===== src/design/adxl_pkg.sv =====
package adxl_pkg;

    // frame counter and the counts that shape every SPI frame
    localparam int FRAME_CNT_W = 7;

    localparam logic [FRAME_CNT_W-1:0] CS_IDLE_LAST    = 7'd9;  // chip select released up to here
    localparam logic [FRAME_CNT_W-1:0] SPC_IDLE_LAST   = 7'd10; // clock parked high up to here
    localparam logic [FRAME_CNT_W-1:0] BIT_FIRST       = 7'd11; // first count carrying a bit on SDI
    localparam logic [FRAME_CNT_W-1:0] SAMPLE_FIRST    = 7'd27; // first rising SPC of the data byte
    localparam logic [FRAME_CNT_W-1:0] SAMPLE_LAST     = 7'd41;
    localparam logic [FRAME_CNT_W-1:0] WRITE_FRAME_END = 7'd43;
    localparam logic [FRAME_CNT_W-1:0] READ_FRAME_END  = 7'd42;

    // write commands have bit 7 clear and no multibyte flag
    localparam logic [7:0] REG_POWER_CTL   = 8'h2D;
    localparam logic [7:0] REG_DATA_FORMAT = 8'h31;
    localparam logic [7:0] POWER_CTL_VAL   = 8'h08; // measure mode
    localparam logic [7:0] DATA_FORMAT_VAL = 8'h08; // full resolution, +/-2 g

    // read commands are the data register addresses with bit 7 set
    localparam logic [7:0] RD_X_LSB = 8'hB2;
    localparam logic [7:0] RD_X_MSB = 8'hB3;
    localparam logic [7:0] RD_Y_LSB = 8'hB4;
    localparam logic [7:0] RD_Y_MSB = 8'hB5;

    // address byte on top, data byte below, sent MSB first
    typedef logic [15:0] spi_cmd_t;

    typedef logic [15:0] accel_t;

    typedef enum logic [2:0] {
        CFG_POWER  = 3'd0,
        CFG_FORMAT = 3'd1,
        RD_XL      = 3'd2,
        RD_XH      = 3'd3,
        RD_YL      = 3'd4,
        RD_YH      = 3'd5
    } seq_state_t;

endpackage


===== src/design/adxl_frame_if.sv =====
`timescale 1ns/1ps

interface adxl_frame_if;

    logic is_write;   // current frame ends at the write end count
    logic load;       // count 0, shifter takes the next command
    logic shift;      // even counts 12 to 42, next bit onto SDI
    logic sample;     // odd counts 27 to 41 of a read frame
    logic frame_done; // last count of the frame
    logic tx_en;      // counts 11 to 42, SDI carries the shift register

    modport timer (
        input  is_write,
        output load, shift, sample, frame_done, tx_en
    );

    modport seq (
        input  frame_done,
        output is_write
    );

    modport shifter (
        input  load, shift, sample, tx_en
    );

endinterface


===== src/design/adxl345_xy_reader.sv =====
`timescale 1ns/1ps

module adxl345_xy_reader (
    input  logic             i_clk,
    input  logic             i_rst_n,
    output logic             o_cs_n,
    output logic             o_spc,
    output logic             o_sdi,
    input  logic             i_sdo,
    output adxl_pkg::accel_t o_accel_x,
    output adxl_pkg::accel_t o_accel_y,
    output logic             o_accel_valid
);
    import adxl_pkg::*;

    spi_cmd_t   cmd;
    logic [7:0] rx_byte;
    logic       capture_lo;
    logic       commit_x;
    logic       commit_y;

    adxl_frame_if frame ();

    adxl_frame_timer u_timer (
        .i_clk   (i_clk),
        .i_rst_n (i_rst_n),
        .frame   (frame.timer),
        .o_cs_n  (o_cs_n),
        .o_spc   (o_spc)
    );

    adxl_cmd_sequencer u_seq (
        .i_clk        (i_clk),
        .i_rst_n      (i_rst_n),
        .frame        (frame.seq),
        .o_cmd        (cmd),
        .o_capture_lo (capture_lo),
        .o_commit_x   (commit_x),
        .o_commit_y   (commit_y)
    );

    adxl_spi_shifter u_shifter (
        .i_clk     (i_clk),
        .i_rst_n   (i_rst_n),
        .frame     (frame.shifter),
        .i_cmd     (cmd),
        .i_sdo     (i_sdo),
        .o_sdi     (o_sdi),
        .o_rx_byte (rx_byte)
    );

    adxl_sample_store u_store (
        .i_clk         (i_clk),
        .i_rst_n       (i_rst_n),
        .i_rx_byte     (rx_byte),
        .i_capture_lo  (capture_lo),
        .i_commit_x    (commit_x),
        .i_commit_y    (commit_y),
        .o_accel_x     (o_accel_x),
        .o_accel_y     (o_accel_y),
        .o_accel_valid (o_accel_valid)
    );

endmodule


===== src/design/adxl_cmd_sequencer.sv =====
`timescale 1ns/1ps

module adxl_cmd_sequencer (
    input  logic              i_clk,
    input  logic              i_rst_n,
    adxl_frame_if.seq         frame,
    output adxl_pkg::spi_cmd_t o_cmd,
    output logic              o_capture_lo,
    output logic              o_commit_x,
    output logic              o_commit_y
);
    import adxl_pkg::*;

    seq_state_t state;
    seq_state_t next_state;

    always_comb begin
        case (state)
            CFG_POWER:  next_state = CFG_FORMAT;
            CFG_FORMAT: next_state = RD_XL; // configuration runs only once
            RD_XL:      next_state = RD_XH;
            RD_XH:      next_state = RD_YL;
            RD_YL:      next_state = RD_YH;
            RD_YH:      next_state = RD_XL;
            default:    next_state = CFG_POWER;
        endcase
    end

    always_ff @(posedge i_clk or negedge i_rst_n) begin
        if (!i_rst_n) begin
            state <= CFG_POWER;
        end else if (frame.frame_done) begin
            state <= next_state;
        end
    end

    // reads send only the address, the zero data byte keeps SDI low afterwards
    always_comb begin
        case (state)
            CFG_POWER:  o_cmd = {REG_POWER_CTL, POWER_CTL_VAL};
            CFG_FORMAT: o_cmd = {REG_DATA_FORMAT, DATA_FORMAT_VAL};
            RD_XL:      o_cmd = {RD_X_LSB, 8'h00};
            RD_XH:      o_cmd = {RD_X_MSB, 8'h00};
            RD_YL:      o_cmd = {RD_Y_LSB, 8'h00};
            RD_YH:      o_cmd = {RD_Y_MSB, 8'h00};
            default:    o_cmd = '0;
        endcase
    end

    assign frame.is_write = (state == CFG_POWER) || (state == CFG_FORMAT);

    // the receive byte is complete by the closing count of a read frame
    assign o_capture_lo = frame.frame_done && ((state == RD_XL) || (state == RD_YL));
    assign o_commit_x   = frame.frame_done && (state == RD_XH);
    assign o_commit_y   = frame.frame_done && (state == RD_YH);

    a_state_legal : assert property (
        @(posedge i_clk) disable iff (!i_rst_n)
        state inside {CFG_POWER, CFG_FORMAT, RD_XL, RD_XH, RD_YL, RD_YH}
    );

endmodule


===== src/design/adxl_frame_timer.sv =====
`timescale 1ns/1ps

module adxl_frame_timer (
    input  logic         i_clk,
    input  logic         i_rst_n,
    adxl_frame_if.timer  frame,
    output logic         o_cs_n,
    output logic         o_spc
);
    import adxl_pkg::*;

    logic [FRAME_CNT_W-1:0] cnt;
    logic [FRAME_CNT_W-1:0] end_cnt;
    logic                   last;

    assign end_cnt = frame.is_write ? WRITE_FRAME_END : READ_FRAME_END;
    assign last    = (cnt == end_cnt);

    always_ff @(posedge i_clk or negedge i_rst_n) begin
        if (!i_rst_n) begin
            cnt <= '0;
        end else if (last) begin
            cnt <= '0; // next frame starts with the idle lead-in
        end else begin
            cnt <= cnt + 1'b1;
        end
    end

    // both lines go back to idle on the closing count of a frame
    assign o_cs_n = (cnt <= CS_IDLE_LAST) || last;
    assign o_spc  = (cnt <= SPC_IDLE_LAST) || last || !cnt[0]; // falls on odd counts

    assign frame.load       = (cnt == '0);
    assign frame.frame_done = last;
    assign frame.tx_en      = (cnt >= BIT_FIRST) && (cnt <= READ_FRAME_END);

    // SDI moves on after each rising SPC, so it changes with the falling edge
    assign frame.shift = !cnt[0] && (cnt > BIT_FIRST) && (cnt <= READ_FRAME_END);

    // only read frames have anything worth capturing from the sensor
    assign frame.sample = cnt[0] && (cnt >= SAMPLE_FIRST) && (cnt <= SAMPLE_LAST)
                          && !frame.is_write;

    // the sensor sees SPC parked high whenever it is deselected
    a_spc_idle_high : assert property (
        @(posedge i_clk) disable iff (!i_rst_n)
        o_cs_n |-> o_spc
    );

    // the end count must not change while a frame is running
    a_write_stable : assert property (
        @(posedge i_clk) disable iff (!i_rst_n)
        !frame.load |-> $stable(frame.is_write)
    );

endmodule


===== src/design/adxl_sample_store.sv =====
`timescale 1ns/1ps

module adxl_sample_store (
    input  logic             i_clk,
    input  logic             i_rst_n,
    input  logic [7:0]       i_rx_byte,
    input  logic             i_capture_lo,
    input  logic             i_commit_x,
    input  logic             i_commit_y,
    output adxl_pkg::accel_t o_accel_x,
    output adxl_pkg::accel_t o_accel_y,
    output logic             o_accel_valid
);

    logic [7:0] lo_byte; // low half waiting for its high byte

    always_ff @(posedge i_clk or negedge i_rst_n) begin
        if (!i_rst_n) begin
            lo_byte <= '0;
        end else if (i_capture_lo) begin
            lo_byte <= i_rx_byte;
        end
    end

    always_ff @(posedge i_clk or negedge i_rst_n) begin
        if (!i_rst_n) begin
            o_accel_x     <= '0;
            o_accel_y     <= '0;
            o_accel_valid <= 1'b0;
        end else begin
            o_accel_valid <= i_commit_y; // Y closes the loop, so both axes are fresh
            if (i_commit_x) begin
                o_accel_x <= {i_rx_byte, lo_byte};
            end
            if (i_commit_y) begin
                o_accel_y <= {i_rx_byte, lo_byte};
            end
        end
    end

    // commit_y never comes on two clocks in a row, so valid stays a one-clock strobe
    a_valid_single : assert property (
        @(posedge i_clk) disable iff (!i_rst_n)
        o_accel_valid |=> !o_accel_valid
    );

endmodule


===== src/design/adxl_spi_shifter.sv =====
`timescale 1ns/1ps

module adxl_spi_shifter (
    input  logic               i_clk,
    input  logic               i_rst_n,
    adxl_frame_if.shifter      frame,
    input  adxl_pkg::spi_cmd_t i_cmd,
    input  logic               i_sdo,
    output logic               o_sdi,
    output logic [7:0]         o_rx_byte
);
    import adxl_pkg::*;

    spi_cmd_t   tx_reg;
    logic [7:0] rx_reg;

    // 16 shifts per frame leave the register empty before the next load
    always_ff @(posedge i_clk or negedge i_rst_n) begin
        if (!i_rst_n) begin
            tx_reg <= '0;
        end else if (frame.load) begin
            tx_reg <= i_cmd;
        end else if (frame.shift) begin
            tx_reg <= {tx_reg[14:0], 1'b0};
        end
    end

    // each bit stays on SDI for two clocks, one full SPC period
    assign o_sdi = frame.tx_en && tx_reg[15];

    // sensor sends MSB first, so bits enter at the bottom
    always_ff @(posedge i_clk or negedge i_rst_n) begin
        if (!i_rst_n) begin
            rx_reg <= '0;
        end else if (frame.sample) begin
            rx_reg <= {rx_reg[6:0], i_sdo};
        end
    end

    assign o_rx_byte = rx_reg;

endmodule


===== config.mk =====
export PLATFORM = sky130hd
export DESIGN_NAME = adxl345_xy_reader
export DESIGN_NICKNAME = d
export VERILOG_FILES = /design/src/design/adxl_pkg.sv /design/src/design/adxl_frame_if.sv /design/src/design/adxl345_xy_reader.sv /design/src/design/adxl_cmd_sequencer.sv /design/src/design/adxl_frame_timer.sv /design/src/design/adxl_sample_store.sv /design/src/design/adxl_spi_shifter.sv
export SDC_FILE = /design/constraint.sdc
export NUM_CORES = 1
export LEC_CHECK = 0
export ABC_CLOCK_PERIOD_IN_PS = 4600
export BUFFER_PORTS_ARGS = -buffer_cell sky130_fd_sc_hd__buf_2
export CORE_MARGIN = 5
export CORE_UTILIZATION = 50
export CTS_CLUSTER_DIAMETER = 100
export DETAILED_ROUTE_END_ITERATION = 10
export PLACE_DENSITY = 0.69
export REMOVE_ABC_BUFFERS = 1
export SLEW_MARGIN = 20
export SYNTH_ARGS = -nofsm -noshare
export SYNTH_HDL_FRONTEND = slang
export SYNTH_HIERARCHICAL = 1
export SYNTH_SLANG_ARGS = --single-unit

===== constraint.sdc =====
create_clock -name i_clk -period 4.6 [get_ports i_clk]
set_input_delay 0 -clock i_clk [delete_from_list [all_inputs] [get_ports i_clk]]
set_output_delay 0 -clock i_clk [all_outputs]
set_load 0.02 [all_outputs]

Yosys cells after proc, flatten, opt, wreduce, memory -nomap -nowiden
Index checks and enable logic that the tools add are counted.
Widths: inputs -> output; s select.
{ "op_classes": {"eq_ne": 6, "muxes": 6, "n_lt_le_gt_ge": 7, "addsub": 1, "reduce_logical": 21} }
{ "ops": {"columns": ["op", "n"], "rows": [
  ["$pmux 16 s6", 1],
  ["$mux 16", 2],
  ["$pmux 3 s5", 1],
  ["$le 7x4->1 const B", 2],
  ["$le 7x6->1 const B", 2],
  ["$logic_and 1x1->1", 10],
  ["$add 7x1->7 const B", 1],
  ["$eq 7x7->1", 1],
  ["$ge 7x4->1 const B", 1],
  ["$ge 7x5->1 const B", 1],
  ["$gt 7x4->1 const B", 1],
  ["$logic_not 7->1", 1],
  ["$mux 7", 1],
  ["$eq 3x2->1 const B", 2],
  ["$eq 3x3->1 const B", 2],
  ["$logic_or 1x1->1", 5],
  ["$eq 3x1->1 const B", 1],
  ["$logic_not 3->1", 1],
  ["$logic_not 1->1", 2],
  ["$reduce_bool 2->1", 1],
  ["$reduce_or 2->1", 1],
  ["$mux 1", 1]
]} }
{ "totals": {"wordCells": 49, "in_bits": 3, "regBits": 75} }

Logic depth before layout (Yosys ltp)
Gate-level depths: netlist of run 1.
{ "depth": {"word_depth": 6, "mapped_depth": 9} }

Hierarchy
Netlist of run 1, hierarchy kept.
{ "by_module_without_submodules": {"columns": ["mod", "n_inst", "area_per_inst_um2", "seq_area_each_um2", "cells_per_inst"], "rows": [
  ["adxl_sample_store", 1, 1619.1, 1026.0, 86],
  ["adxl_spi_shifter", 1, 1043.5, 600.6, 87],
  ["adxl_frame_timer", 1, 596.8, 175.2, 61],
  ["adxl_cmd_sequencer", 1, 310.3, 75.1, 38]
]} }

Worst setup path before layout of run 1
Ideal clock, no wire load.
{ "synth_path": {"path_type": "register -> register", "startpoint": "reg u_timer.cnt[4]", "endpoint": "reg u_store.o_accel_y[10]", "stages_incl_launch_ff": 9, "slack_ns": 2.291, "setup_ns": 0.125, "t_arrival_ns": 2.184, "path_cell_list": "dfrtp_1 buf_4 or2_2 nor4_4 nand2_1 nor3_1 buf_6 buf_12 mux2_4"} }
{ "synth_via": {"elab_chain_len": 2} }
{ "synth_rtl": {"columns": ["element", "line", "rtl"], "rows": [
  ["from (decl)", "adxl_frame_timer.sv:12", "logic [FRAME_CNT_W-1:0] cnt;"],
  ["from (signal assigned)", "adxl_frame_timer.sv:25", "cnt <= cnt + 1'b1;"],
  ["$eq 7x7->1", "adxl_frame_timer.sv:17", "assign last = (cnt == end_cnt);"],
  ["net frame.frame_done", "adxl_frame_if.sv:9", "logic frame_done;"],
  ["$logic_and 1x1->1", "adxl_cmd_sequencer.sv:55", "assign o_commit_y = frame.frame_done && (state == RD_YH);"],
  ["net commit_y", "adxl345_xy_reader.sv:20", "logic commit_y;"],
  ["to (signal assigned)", "adxl_sample_store.sv:36", "o_accel_y <= {i_rx_byte, lo_byte};"],
  ["to (decl)", "adxl_sample_store.sv:11", "output adxl_pkg::accel_t o_accel_y,"]
]} }
The timed path passes the listed nets, and every way through them passes these cells.
A chain may end at the register's enable or synchronous reset.

Worst setup path after layout of run 1
{ "layout_path": {"startpoint": "reg u_seq.state[1]", "endpoint": "reg u_store.o_accel_x[13]"} }
{ "layout_via": {"elab_chain_len": 5} }
{ "layout_rtl": {"columns": ["element", "line", "rtl"], "rows": [
  ["from (decl)", "adxl_cmd_sequencer.sv:14", "seq_state_t state;"],
  ["from (signal assigned)", "adxl_cmd_sequencer.sv:33", "state <= next_state;"],
  ["$eq 3x1->1 / $logic_not 3->1 (equally long branches)", "adxl_cmd_sequencer.sv:50", "assign frame.is_write = (state == CFG_POWER) || (state == CFG_FORMAT);"],
  ["$logic_or 1x1->1 *", "adxl_cmd_sequencer.sv:50", null],
  ["net frame.is_write", "adxl_frame_if.sv:5", "logic is_write;"],
  ["$mux 1 *", "adxl_frame_timer.sv:16", "assign end_cnt = frame.is_write ? WRITE_FRAME_END : READ_FRAME_END;"],
  ["$eq 7x7->1 *", "adxl_frame_timer.sv:17", null],
  ["net frame.frame_done", "adxl_frame_if.sv:9", null],
  ["$logic_and 1x1->1 *", "adxl_cmd_sequencer.sv:54", "assign o_commit_x = frame.frame_done && (state == RD_XH);"],
  ["net commit_x", "adxl345_xy_reader.sv:19", "logic commit_x;"],
  ["to (signal assigned)", "adxl_sample_store.sv:33", "o_accel_x <= {i_rx_byte, lo_byte};"],
  ["to (decl)", "adxl_sample_store.sv:10", "output adxl_pkg::accel_t o_accel_x,"]
]} }
The timed path passes the listed nets; every way through them passes the cells marked *.

==> results of run 1 <==
cell usage after synthesis (2+ instances only):
cell | n | area, sq um
nor2b_1 | 2 | 12.51
inv_2 | 2 | 7.510
xor2_1 | 4 | 35.03
xnor2_1 | 2 | 17.52
nand2b_1 | 5 | 31.28
buf_6 | 9 | 101.4
dfrtp_1 | 75 | 1877
nand3_1 | 3 | 15.01
nor3_1 | 2 | 10.01
o21ai_0 | 9 | 45.04
mux2_4 | 20 | 300.3
mux2_2 | 28 | 315.3
nand2_1 | 19 | 71.32
o21ai_1 | 10 | 50.05
buf_4 | 9 | 67.56
buf_2 | 4 | 20.02
and2_1 | 2 | 12.51
a21oi_1 | 5 | 25.02
buf_12 | 3 | 60.06
inv_1 | 5 | 18.77
or3_1 | 2 | 12.51
nor2_1 | 8 | 30.03
ha_1 | 4 | 50.05
o21a_1 | 3 | 22.52
mux2i_1 | 15 | 150.1
area by class of cell:
| cell class | instances | area, sq um |
|---|---|---|
| clock buffer | 10 | 137.6 |
| sequential | 75 | 1877 |
| inverter | 7 | 26.28 |
| clock inverter | 5 | 86.33 |
| fill | 581 | 2920 |
| tap | 96 | 120.1 |
| timing repair buffer | 44 | 242.7 |
| multi-input combinational | 171 | 1459 |
how the worst max path moves through the flow:
stage,startpoint,to,slack [ps],cells past startpoint
2_1_floorplan,u_timer/cnt[5],u_shifter/tx_reg[12],870,3
3_3_place_gp,u_seq/state[1],u_store/o_accel_x[0],1690,6
3_5_place_dp,u_seq/state[1],u_store/o_accel_x[13],1540,6
4_1_cts,u_seq/state[1],u_store/o_accel_x[13],1540,6
5_1_grt,u_seq/state[1],u_store/o_accel_x[13],1320,6
6_report,u_seq/state[1],u_store/o_accel_x[13],1580,6
repair_timing:
action | in CTS | in global routing
hold endpoints to repair | 76 | 0
resized for setup | 0 | 0
hold buffers | 2 | 0
kinds of logic (layout without fill, tap and decap cells):
logic type               after synthesis  after routing  share of synthesized area [%]
multiplexers                          63             63                          21.45
AO/OA/AOI/OAI                         36             36                          6.344
flip-flops                            75             75                          52.58
AND/OR/NAND/NOR                       52             52                          8.062
XOR/XNOR                               7              7                          1.928
other                                  1              8                         0.1051
adder cells (fa/ha/maj)                5              5                          1.718
buffers and inverters                 33             66                          7.816
power by group:
part | switching, W | internal (W) | total (W) | leakage (nW)
registers | 0.00000189 | 0.000662 | 0.000664 | 0.994
clock network | 0.000241 | 0.000321 | 0.000562 | 0.113
logic | 0.0000147 | 0.00000396 | 0.0000186 | 0.787
worst max-delay path, cell delays in order (launching register included):
cell and delay, ps:
dfrtp_1 530, nor2_1 310, xor2_1 180, nor4_4 370
nand2_1 230, nor2_2 850, mux2_2 430
layer usage:
metal  vias up  share of wire, %  track usage, %
met1      1013                48           20.66
met4         0              0.82           4.808
met3        12               4.6           5.578
met2        48                47           24.59
li1        995                 -               -
met5         -                 0               0
layout by cell type, fill, tap and decap left out, drive strengths merged, types with 2 or more instances in the layout:
cell,count
ha,4
nand3,3
conb,8
xnor2,2
clkbuf,10
nand2,19
a21oi,5
nand2b,5
dfrtp,75
nor3,3
mux2,48
xor2,5
dlygate4sd3,2
o21a,3
mux2i,15
nor2,8
nor2b,3
inv,8
or3,3
o21ai,19
and2,2
bufinv,2
buf,42
clkinv,2
stage by stage:
step           cell area (sq um)  hold slack, ps  total power [W]  utilization (%)  setup slack [ps]
2_1_floorplan               3343          -295.6        0.0006808                -             865.6
3_3_place_gp                3705           205.1        0.0006956            53.93              1694
3_5_place_dp                3705           204.1        0.0006958            53.93              1542
4_1_cts                     3949           370.9         0.001266            57.49              1542
5_1_grt                     3949           414.5         0.001297            57.49              1317
6_report                    3949           336.7         0.001245            57.49              1577
==> impl_metrics.py, run 1 <==
metrics = {
    "cells_and_area": {
        "final_net_count": 315,
        "area_delta_synth_final_pct": 10.62,
        "antennaDiodeCount": 0,
        "instances_no_fill": 408,
        "drive_gt1_share_pct": 38.78,
    },
    "timing": {
        "rsz0062_at_grt": "false",
        "fin_tns_setup_ps": 0,
        "fmax_mhz": 330.8,
        "setup_viol": 0,
        "hold_viol_final": 0,
        "period_share_pct": 65.72,
        "min_period_ps": 3023,
        "max_slew.worst_pin.slew_ps": 1068,
        "max_slew_margin_pct": 28.74,
        "slew_violations": 0,
        "skew_ps": 11.69,
    },
    "grt": {
        "grt_pass1_wl_mm": 10.94,
        "globalRouteTotalUtil_pct": 15.74,
        "grt_max_degree": 76,
        "overflow": 0,
        "antenna_found_initial": 0,
        "grt_pass1_vias": 2199,
    },
    "power_and_ir_drop": {
        "ir_drop_mv": 0.1797,
        "pwr_density_cell_nw_per_um2": 315.3,
        "leakage_nw": 1.894,
    },
    "synthesis": {
        "syn_inst": 272,
        "synth_cell_types": 47,
        "ys.flop_type": "dfrtp_1",
        "ys_ff_latch": 75,
        "yosysWarnings": 6,
        "syn_area_sq_um": 3570,
        "avgSynthCellArea_sq_um": 13.12,
        "synth-async-reset-ratio_pct": 100.0,
        "ys_seq_area_share_pct": 52.58,
        "synth-edff-count": 0,
    },
    "placement": {
        "gp_congestion": 0.8159,
        "post-dp-hpwl_mm": 4.014,
        "io_buffers": 38,
        "dp_cells": 391,
    },
    "worst_setup_path": {
        "worstPathMaxFanout": 16,
        "r2r_slack_ps": 1580,
        "worstPathArrival_ps": 3250,
        "end_kind": "flop",
        "worst-setup-path-type": "reg2reg",
        "critical_path.startpoint_type": "flop",
        "cp.required_ps": 4830,
        "reg2reg_from": "u_seq/state[1]",
        "rr_worst_depth": 6,
        "reg2reg_to": "u_store/o_accel_x[13]",
    },
    "clock_tree": {
        "insertion_delay_ps": 340,
        "clockBufferDepth": 2,
        "postCtsSetupRepairBufs": 0,
        "cts-root-buf": "clkbuf_8",
        "cts_inserted_buffers": 9,
        "cts_tree": "done",
        "clk_pin_slew_ps": 80,
        "cts_sinks": 75,
        "htree_levels": 3,
    },
    "drt": {
        "postRouteAntennaNets": 0,
        "firstDrtPassIters": 4,
        "vias": 2068,
        "drc": 0,
        "wl_per_cell_um": 15.20,
        "wirelength_mm": 6.202,
        "viasPerCell": 5.069,
        "drtIter0Drc": 74,
    },
    "floorplan": {
        "die_area_sq_um": 8929,
        "die_h_um": 94.50,
        "io_pins": 39,
        "start_util_pct": 51.97,
        "die_x_um": 94.50,
        "core_area_sq_um": 6869,
        "fp-row-count": 30,
    },
    "min_path": {
        "hold_class": "in2async",
    },
    "outcome": {
        "status": "finished clean",
    },
    "run": {
        "maxCapViolations": 0,
    },
}
Note: power is estimated with default switching activity, not from simulation.
==> run 2, diff against run 1 <==
- ABC_AREA: unset -> 1
- ABC_CLOCK_PERIOD_IN_PS: 4600 -> 2600
- PLACE_DENSITY: 0.69 -> 0.71
- clock period: 4.6 -> 2.6 ns (I/O delays scaled with it)
==> impl_metrics.py, run 2 <==
metrics = {
    "floorplan": {
        "die_h_um": 95.06,
        "die_area_sq_um": 9035,
        "die_x_um": 95.06,
        "io_pins": 39,
        "fp-row-count": 31,
        "core_area_sq_um": 7137,
        "start_util_pct": 50.68,
    },
    "placement": {
        "io_buffers": 38,
        "post-dp-hpwl_mm": 4.530,
        "dp_cells": 560,
        "gp_congestion": 0.8989,
    },
    "worst_setup_path": {
        "worstPathMaxFanout": 9,
        "cp.required_ps": 2850,
        "reg2reg_from": "u_seq/state[2]",
        "end_kind": "flop",
        "worstSetupStartpoint": "u_seq/state[2]",
        "worstPathArrival_ps": 2380,
        "rr_worst_depth": 10,
        "crit_path_end": "u_store/lo_byte[2]",
        "critical_path.startpoint_type": "flop",
        "worst-setup-path-type": "reg2reg",
        "r2r_slack_ps": 470,
        "reg2reg_to": "u_store/lo_byte[2]",
    },
    "synthesis": {
        "yosysWarnings": 6,
        "synthTopCellsByArea": "dfrtp_1, nand2_1, nand3_1",
        "yosysMostFrequentCell": "nand2_1",
        "synth_common_cells": "nand2_1, dfrtp_1, nand3_1",
        "synth-edff-count": 0,
        "yosysTopAreaCellShare_pct": 51.89,
        "synth_cell_types": 30,
        "avgSynthCellArea_sq_um": 8.277,
        "ys_seq_area_share_pct": 51.89,
        "syn_area_sq_um": 3617,
        "yosysTopAreaCell": "dfrtp_1",
        "syn_inst": 437,
        "ys.flop_type": "dfrtp_1",
        "synth-async-reset-ratio_pct": 100.0,
        "ys_ff_latch": 75,
    },
    "cells_and_area": {
        "instances_no_fill": 578,
        "final_common_cell": "nand2_1",
        "antennaDiodeCount": 0,
        "final_cell_mix": "nand2_1, dfrtp_1, buf_2",
        "area_delta_synth_final_pct": 11.00,
        "finish.utilization_pct": 56.26,
        "final_net_count": 481,
        "fillers": 676,
        "drive_gt1_share_pct": 18.58,
    },
    "grt": {
        "globalRouteTotalUtil_pct": 16.60,
        "overflow": 0,
        "antenna_found_initial": 0,
        "grt_max_degree": 76,
        "grt_pass1_vias": 2607,
        "grt_pass1_wl_mm": 11.82,
    },
    "timing": {
        "hold_viol_final": 0,
        "hold_ws_ps": 389.6,
        "skew_ps": 10.87,
        "max_slew_margin_pct": 38.36,
        "rsz0062_at_grt": "false",
        "period_share_pct": 82.08,
        "max_slew.worst_pin.slew_ps": 924.6,
        "setup_viol": 0,
        "slew_violations": 0,
        "min_period_ps": 2134,
        "fmax_mhz": 468.6,
    },
    "clock_tree": {
        "cts-root-buf": "clkbuf_8",
        "postCtsSetupRepairBufs": 0,
        "clk_pin_slew_ps": 80,
        "cts_inserted_buffers": 9,
        "cts_tree": "done",
        "insertion_delay_ps": 360,
        "clockBufferDepth": 2,
        "cts_sinks": 75,
        "htree_levels": 3,
    },
    "drt": {
        "viasPerCell": 4.715,
        "drc": 0,
        "wl_per_cell_um": 11.56,
        "vias": 2725,
        "firstDrtPassIters": 5,
        "wirelength_mm": 6.683,
        "postRouteAntennaNets": 0,
        "drtIter0Drc": 116,
    },
    "power_and_ir_drop": {
        "finalPower_w": 0.002243,
        "ir_drop_mv": 0.2739,
        "pwr_density_cell_nw_per_um2": 558.7,
        "leakage_nw": 2.261,
    },
    "run": {
        "maxCapViolations": 0,
    },
    "min_path": {
        "hold_class": "in2async",
    },
    "outcome": {
        "status": "finished clean",
    },
}
run 2: changes by cell type in the layout (fill, tap and decap cells not counted), moves of 4 or more:
cell,change
a21oi_1,+4
nand2_1,+182
mux2_4,-20
mux2_2,-28
o21ai_1,-10
nand3_1,+33
nand2b_1,-5
inv_1,+16
nor2_1,+13
mux2i_1,-15
nor2_2,+4
nand2_2,+4
run 2: layout make-up:
type	count	area [sq um]	area share, %
well taps	99	123.9	3.085
flip-flops and latches	75	1877	46.74
multi-input cells	312	1395	34.75
clock buffers	10	137.6	3.428
repair buffers	46	255.2	6.357
clock inverters	6	96.34	2.400
inverters	30	130.1	3.241
run 2: worst min-delay path by stage:
stage / start / end / slack [ps] / depth (start not counted)
after detailed placement: i_sdo / u_shifter/o_rx_byte[0] / 250 / 3
final: i_rst_n / u_store/o_accel_y[7] / 390 / 3
after floorplan: i_rst_n / u_seq/state[0] / -300 / 0
after global routing: i_sdo / u_shifter/o_rx_byte[0] / 460 / 4
after global placement: i_sdo / u_shifter/o_rx_byte[0] / 220 / 3
after CTS: i_sdo / u_shifter/o_rx_byte[0] / 410 / 4
run 2: what timing repair did:
| action | 4_1_cts | 5_1_grt |
|---|---|---|
| hold buffers | 2 | 0 |
| gates resized for setup | 0 | 0 |
| endpoints found under the hold margin | 76 | 0 |
run 2: where the power goes:
part	total (W)	internal [W]	switching, W
Combinational	0.0000327	0.00000678	0.0000259
Clock	0.00104	0.000578	0.000458
Sequential	0.00117	0.00117	0.00000342
run 2: worst max-delay path: stages (launching register included):
cell and delay (ps):
dfrtp_1 540, nor2_1 200, or2_4 150, nand2_1 50
nor2_2 130, buf_4 170, nand2_1 70, nor2_2 320
inv_1 230, nand2_1 110, nand2_1 50
run 2: cells by family after synthesis:
| family | after synthesis | synth area share [%] |
|---|---|---|
| compound gates | 18 | 2.698 |
| simple gates | 279 | 32.79 |
| xor+xnor | 3 | 0.7265 |
| fa+ha+maj | 4 | 1.384 |
| buf+inv | 57 | 10.41 |
| other cells | 1 | 0.1037 |
| flops | 75 | 51.89 |
run 2: metal layers:
layer / GRT usage (%) / part of all wire, % / wire length, um
met2: 26.60 / 46 / 3105
met5: 0 / 0 / 0
met3: 3.788 / 4.0 / 264
met1: 21.94 / 48 / 3232
met4: 6.490 / 1.2 / 80
run 2: per-stage QoR:
stage | worst slack [ps] | TNS, ps | area (sq um)
floorplan | -82.62 | -1211 | 3397
global route | 261.7 | 0 | 4015
detailed placement | 468.1 | 0 | 3761
CTS | 444.6 | 0 | 4015
finish | 465.8 | 0 | 4015
global placement | 516.5 | 0 | 3761
==> run 3, diff against run 2 <==
- ABC_CLOCK_PERIOD_IN_PS: 2600 -> 2100
- PLACE_DENSITY: 0.71 -> 0.69
- clock period: 2.6 -> 2.1 ns (I/O delays scaled with it)
==> impl_metrics.py, run 3 (synthesis results as in run 2) <==
metrics = {
    "timing": {
        "min_period_ps": 1861,
        "max_slew_margin_pct": 58.90,
        "hold_viol_final": 0,
        "max_slew.worst_pin.slew_ps": 616.5,
        "fmax_mhz": 537.4,
        "fin_tns_setup_ps": 0,
        "fin_ws_ps": 239.2,
        "setup_viol": 0,
        "slew_violations": 0,
        "skew_ps": 8.209,
        "rsz0062_at_grt": "false",
        "period_share_pct": 88.61,
    },
    "power_and_ir_drop": {
        "switching_share_pct": 24.87,
        "pwr-share-clk_pct": 41.0,
        "leakage_nw": 2.265,
        "seqPwrFrac_pct": 57.3,
        "p_int_w": 0.001908,
        "pwr-share-comb_pct": 1.7,
        "pwr_density_cell_nw_per_um2": 630.5,
        "ir_drop_mv": 0.2935,
        "p_switching_w": 0.0006315,
    },
    "cells_and_area": {
        "final_net_count": 486,
        "instances_no_fill": 583,
        "fillers": 697,
        "final_common_cell": "nand2_1",
        "area_delta_synth_final_pct": 11.35,
        "antennaDiodeCount": 0,
        "drive_gt1_share_pct": 19.42,
        "final_cell_mix": "nand2_1, dfrtp_1, buf_2",
        "finish.utilization_pct": 56.43,
    },
    "run": {
        "maxCapViolations": 0,
    },
    "placement": {
        "gp_congestion": 0.8859,
        "dp_cells": 565,
        "dpl_worst_slack_ps": 270.5,
        "post-dp-hpwl_mm": 4.733,
        "io_buffers": 38,
    },
    "clock_tree": {
        "cts_sinks": 75,
        "insertion_delay_ps": 360,
        "clockBufferDepth": 2,
        "htree_levels": 3,
        "cts-root-buf": "clkbuf_8",
        "cts_tree": "done",
        "cts_inserted_buffers": 9,
        "clk_pin_slew_ps": 90,
    },
    "worst_setup_path": {
        "r2r_slack_ps": 240,
        "end_kind": "flop",
        "worstPathArrival_ps": 2160,
        "crit_path_end": "u_store/o_accel_x[8]",
        "worstPathMaxFanout": 10,
        "worstSetupStartpoint": "u_timer/cnt[4]",
        "reg2reg_from": "u_timer/cnt[4]",
        "worst-setup-path-type": "reg2reg",
        "rr_worst_depth": 12,
        "reg2reg_to": "u_store/o_accel_x[8]",
        "cp.required_ps": 2400,
        "critical_path.startpoint_type": "flop",
    },
    "grt": {
        "globalRouteTotalUtil_pct": 17.27,
        "antenna_found_initial": 0,
        "grt_max_degree": 50,
        "grt_pass1_wl_mm": 12.12,
        "grt_pass1_vias": 2662,
        "overflow": 0,
    },
    "drt": {
        "vias": 2791,
        "wirelength_mm": 6.939,
        "drc": 0,
        "wl_per_cell_um": 11.90,
        "drtIter0Drc": 94,
        "postRouteAntennaNets": 0,
        "viasPerCell": 4.787,
        "firstDrtPassIters": 6,
    },
    "min_path": {
        "hold_class": "in2async",
    },
    "floorplan": {
        "die_h_um": 95.06,
        "die_x_um": 95.06,
        "fp-row-count": 31,
        "core_area_sq_um": 7137,
        "die_area_sq_um": 9035,
        "start_util_pct": 50.68,
        "io_pins": 39,
    },
    "outcome": {
        "status": "finished clean",
    },
}
==> run 3: cell count changes in the layout (fill, tap and decap cells not counted), sizes merged <==
cell      delta
clkinvlp     +2
bufinv       -2
clkbuf       -1
inv          +1
buf          +5
==> run 3: final cells by class <==
type                       count  area [sq um]  share of cell area (%)
tap                           99         123.9                   3.075
multi-input combinational    312          1395                   34.64
sequential                    75          1877                   46.60
clock buffer                   9         123.9                   3.075
clock inverter                 7         60.06                   1.491
timing repair buffer          51         317.8                   7.891
inverter                      30         130.1                   3.231
==> run 3: worst min path at each step <==
stage                                       to  depth (start not counted)
after global routing      u_store/o_accel_x[7]                          2
after global placement    u_store/o_accel_x[7]                          1
after detailed placement  u_store/o_accel_x[7]                          1
after CTS                 u_store/o_accel_y[1]                          2
after floorplan                 u_seq/state[0]                          0
final                       u_store/lo_byte[1]                          2
==> run 3: stage by stage <==
step | cell area (sq um) | total power (W) | hold slack [ps]
6_report | 4028 | 0.002539 | 192.9
5_1_grt | 4028 | 0.002640 | 250.2
4_1_cts | 4028 | 0.002571 | 193.9
3_5_place_dp | 3824 | 0.001528 | 45.60
3_3_place_gp | 3824 | 0.001527 | 47.99
2_1_floorplan | 3397 | 0.001491 | -295.6
==> run 3: layer usage <==
layer  vias to the layer above  routed length (um)  global-route usage [%]
met5                         -                   0                       0
met4                         0                 124                   8.654
met1                      1309                3240                   21.97
li1                       1410                   -                       -
met2                        61                3313                   28.19
met3                        11                 261                   3.315
==> run 3: worst max-delay path, stage by stage, from the launching register on <==
cell	delay, ps
dfrtp_1	510
inv_6	120
nand2_2	50
nor2_2	130
nand2_1	80
nor2_2	120
nand2_2	80
inv_2	70
nand2_2	60
inv_1	220
buf_4	230
nand2_1	70
nand2_1	60
==> run 3: power by group through the flow <==
stage | combinational [W] | clock, W | sequential [W]
floorplan | 0.00000765 | 0 | 0.00148
global placement | 0.0000436 | 0 | 0.00148
detailed placement | 0.0000441 | 0 | 0.00148
CTS | 0.0000472 | 0.00107 | 0.00145
global route | 0.0000536 | 0.00113 | 0.00146
finish | 0.0000443 | 0.00104 | 0.00145
==> run 3: repair_timing <==
item,4_1_cts,5_1_grt
endpoints found under the setup margin,0,0
setup buffers,0,0
resized for setup,0,0
hold buffers,2,0
hold endpoints to repair,27,0
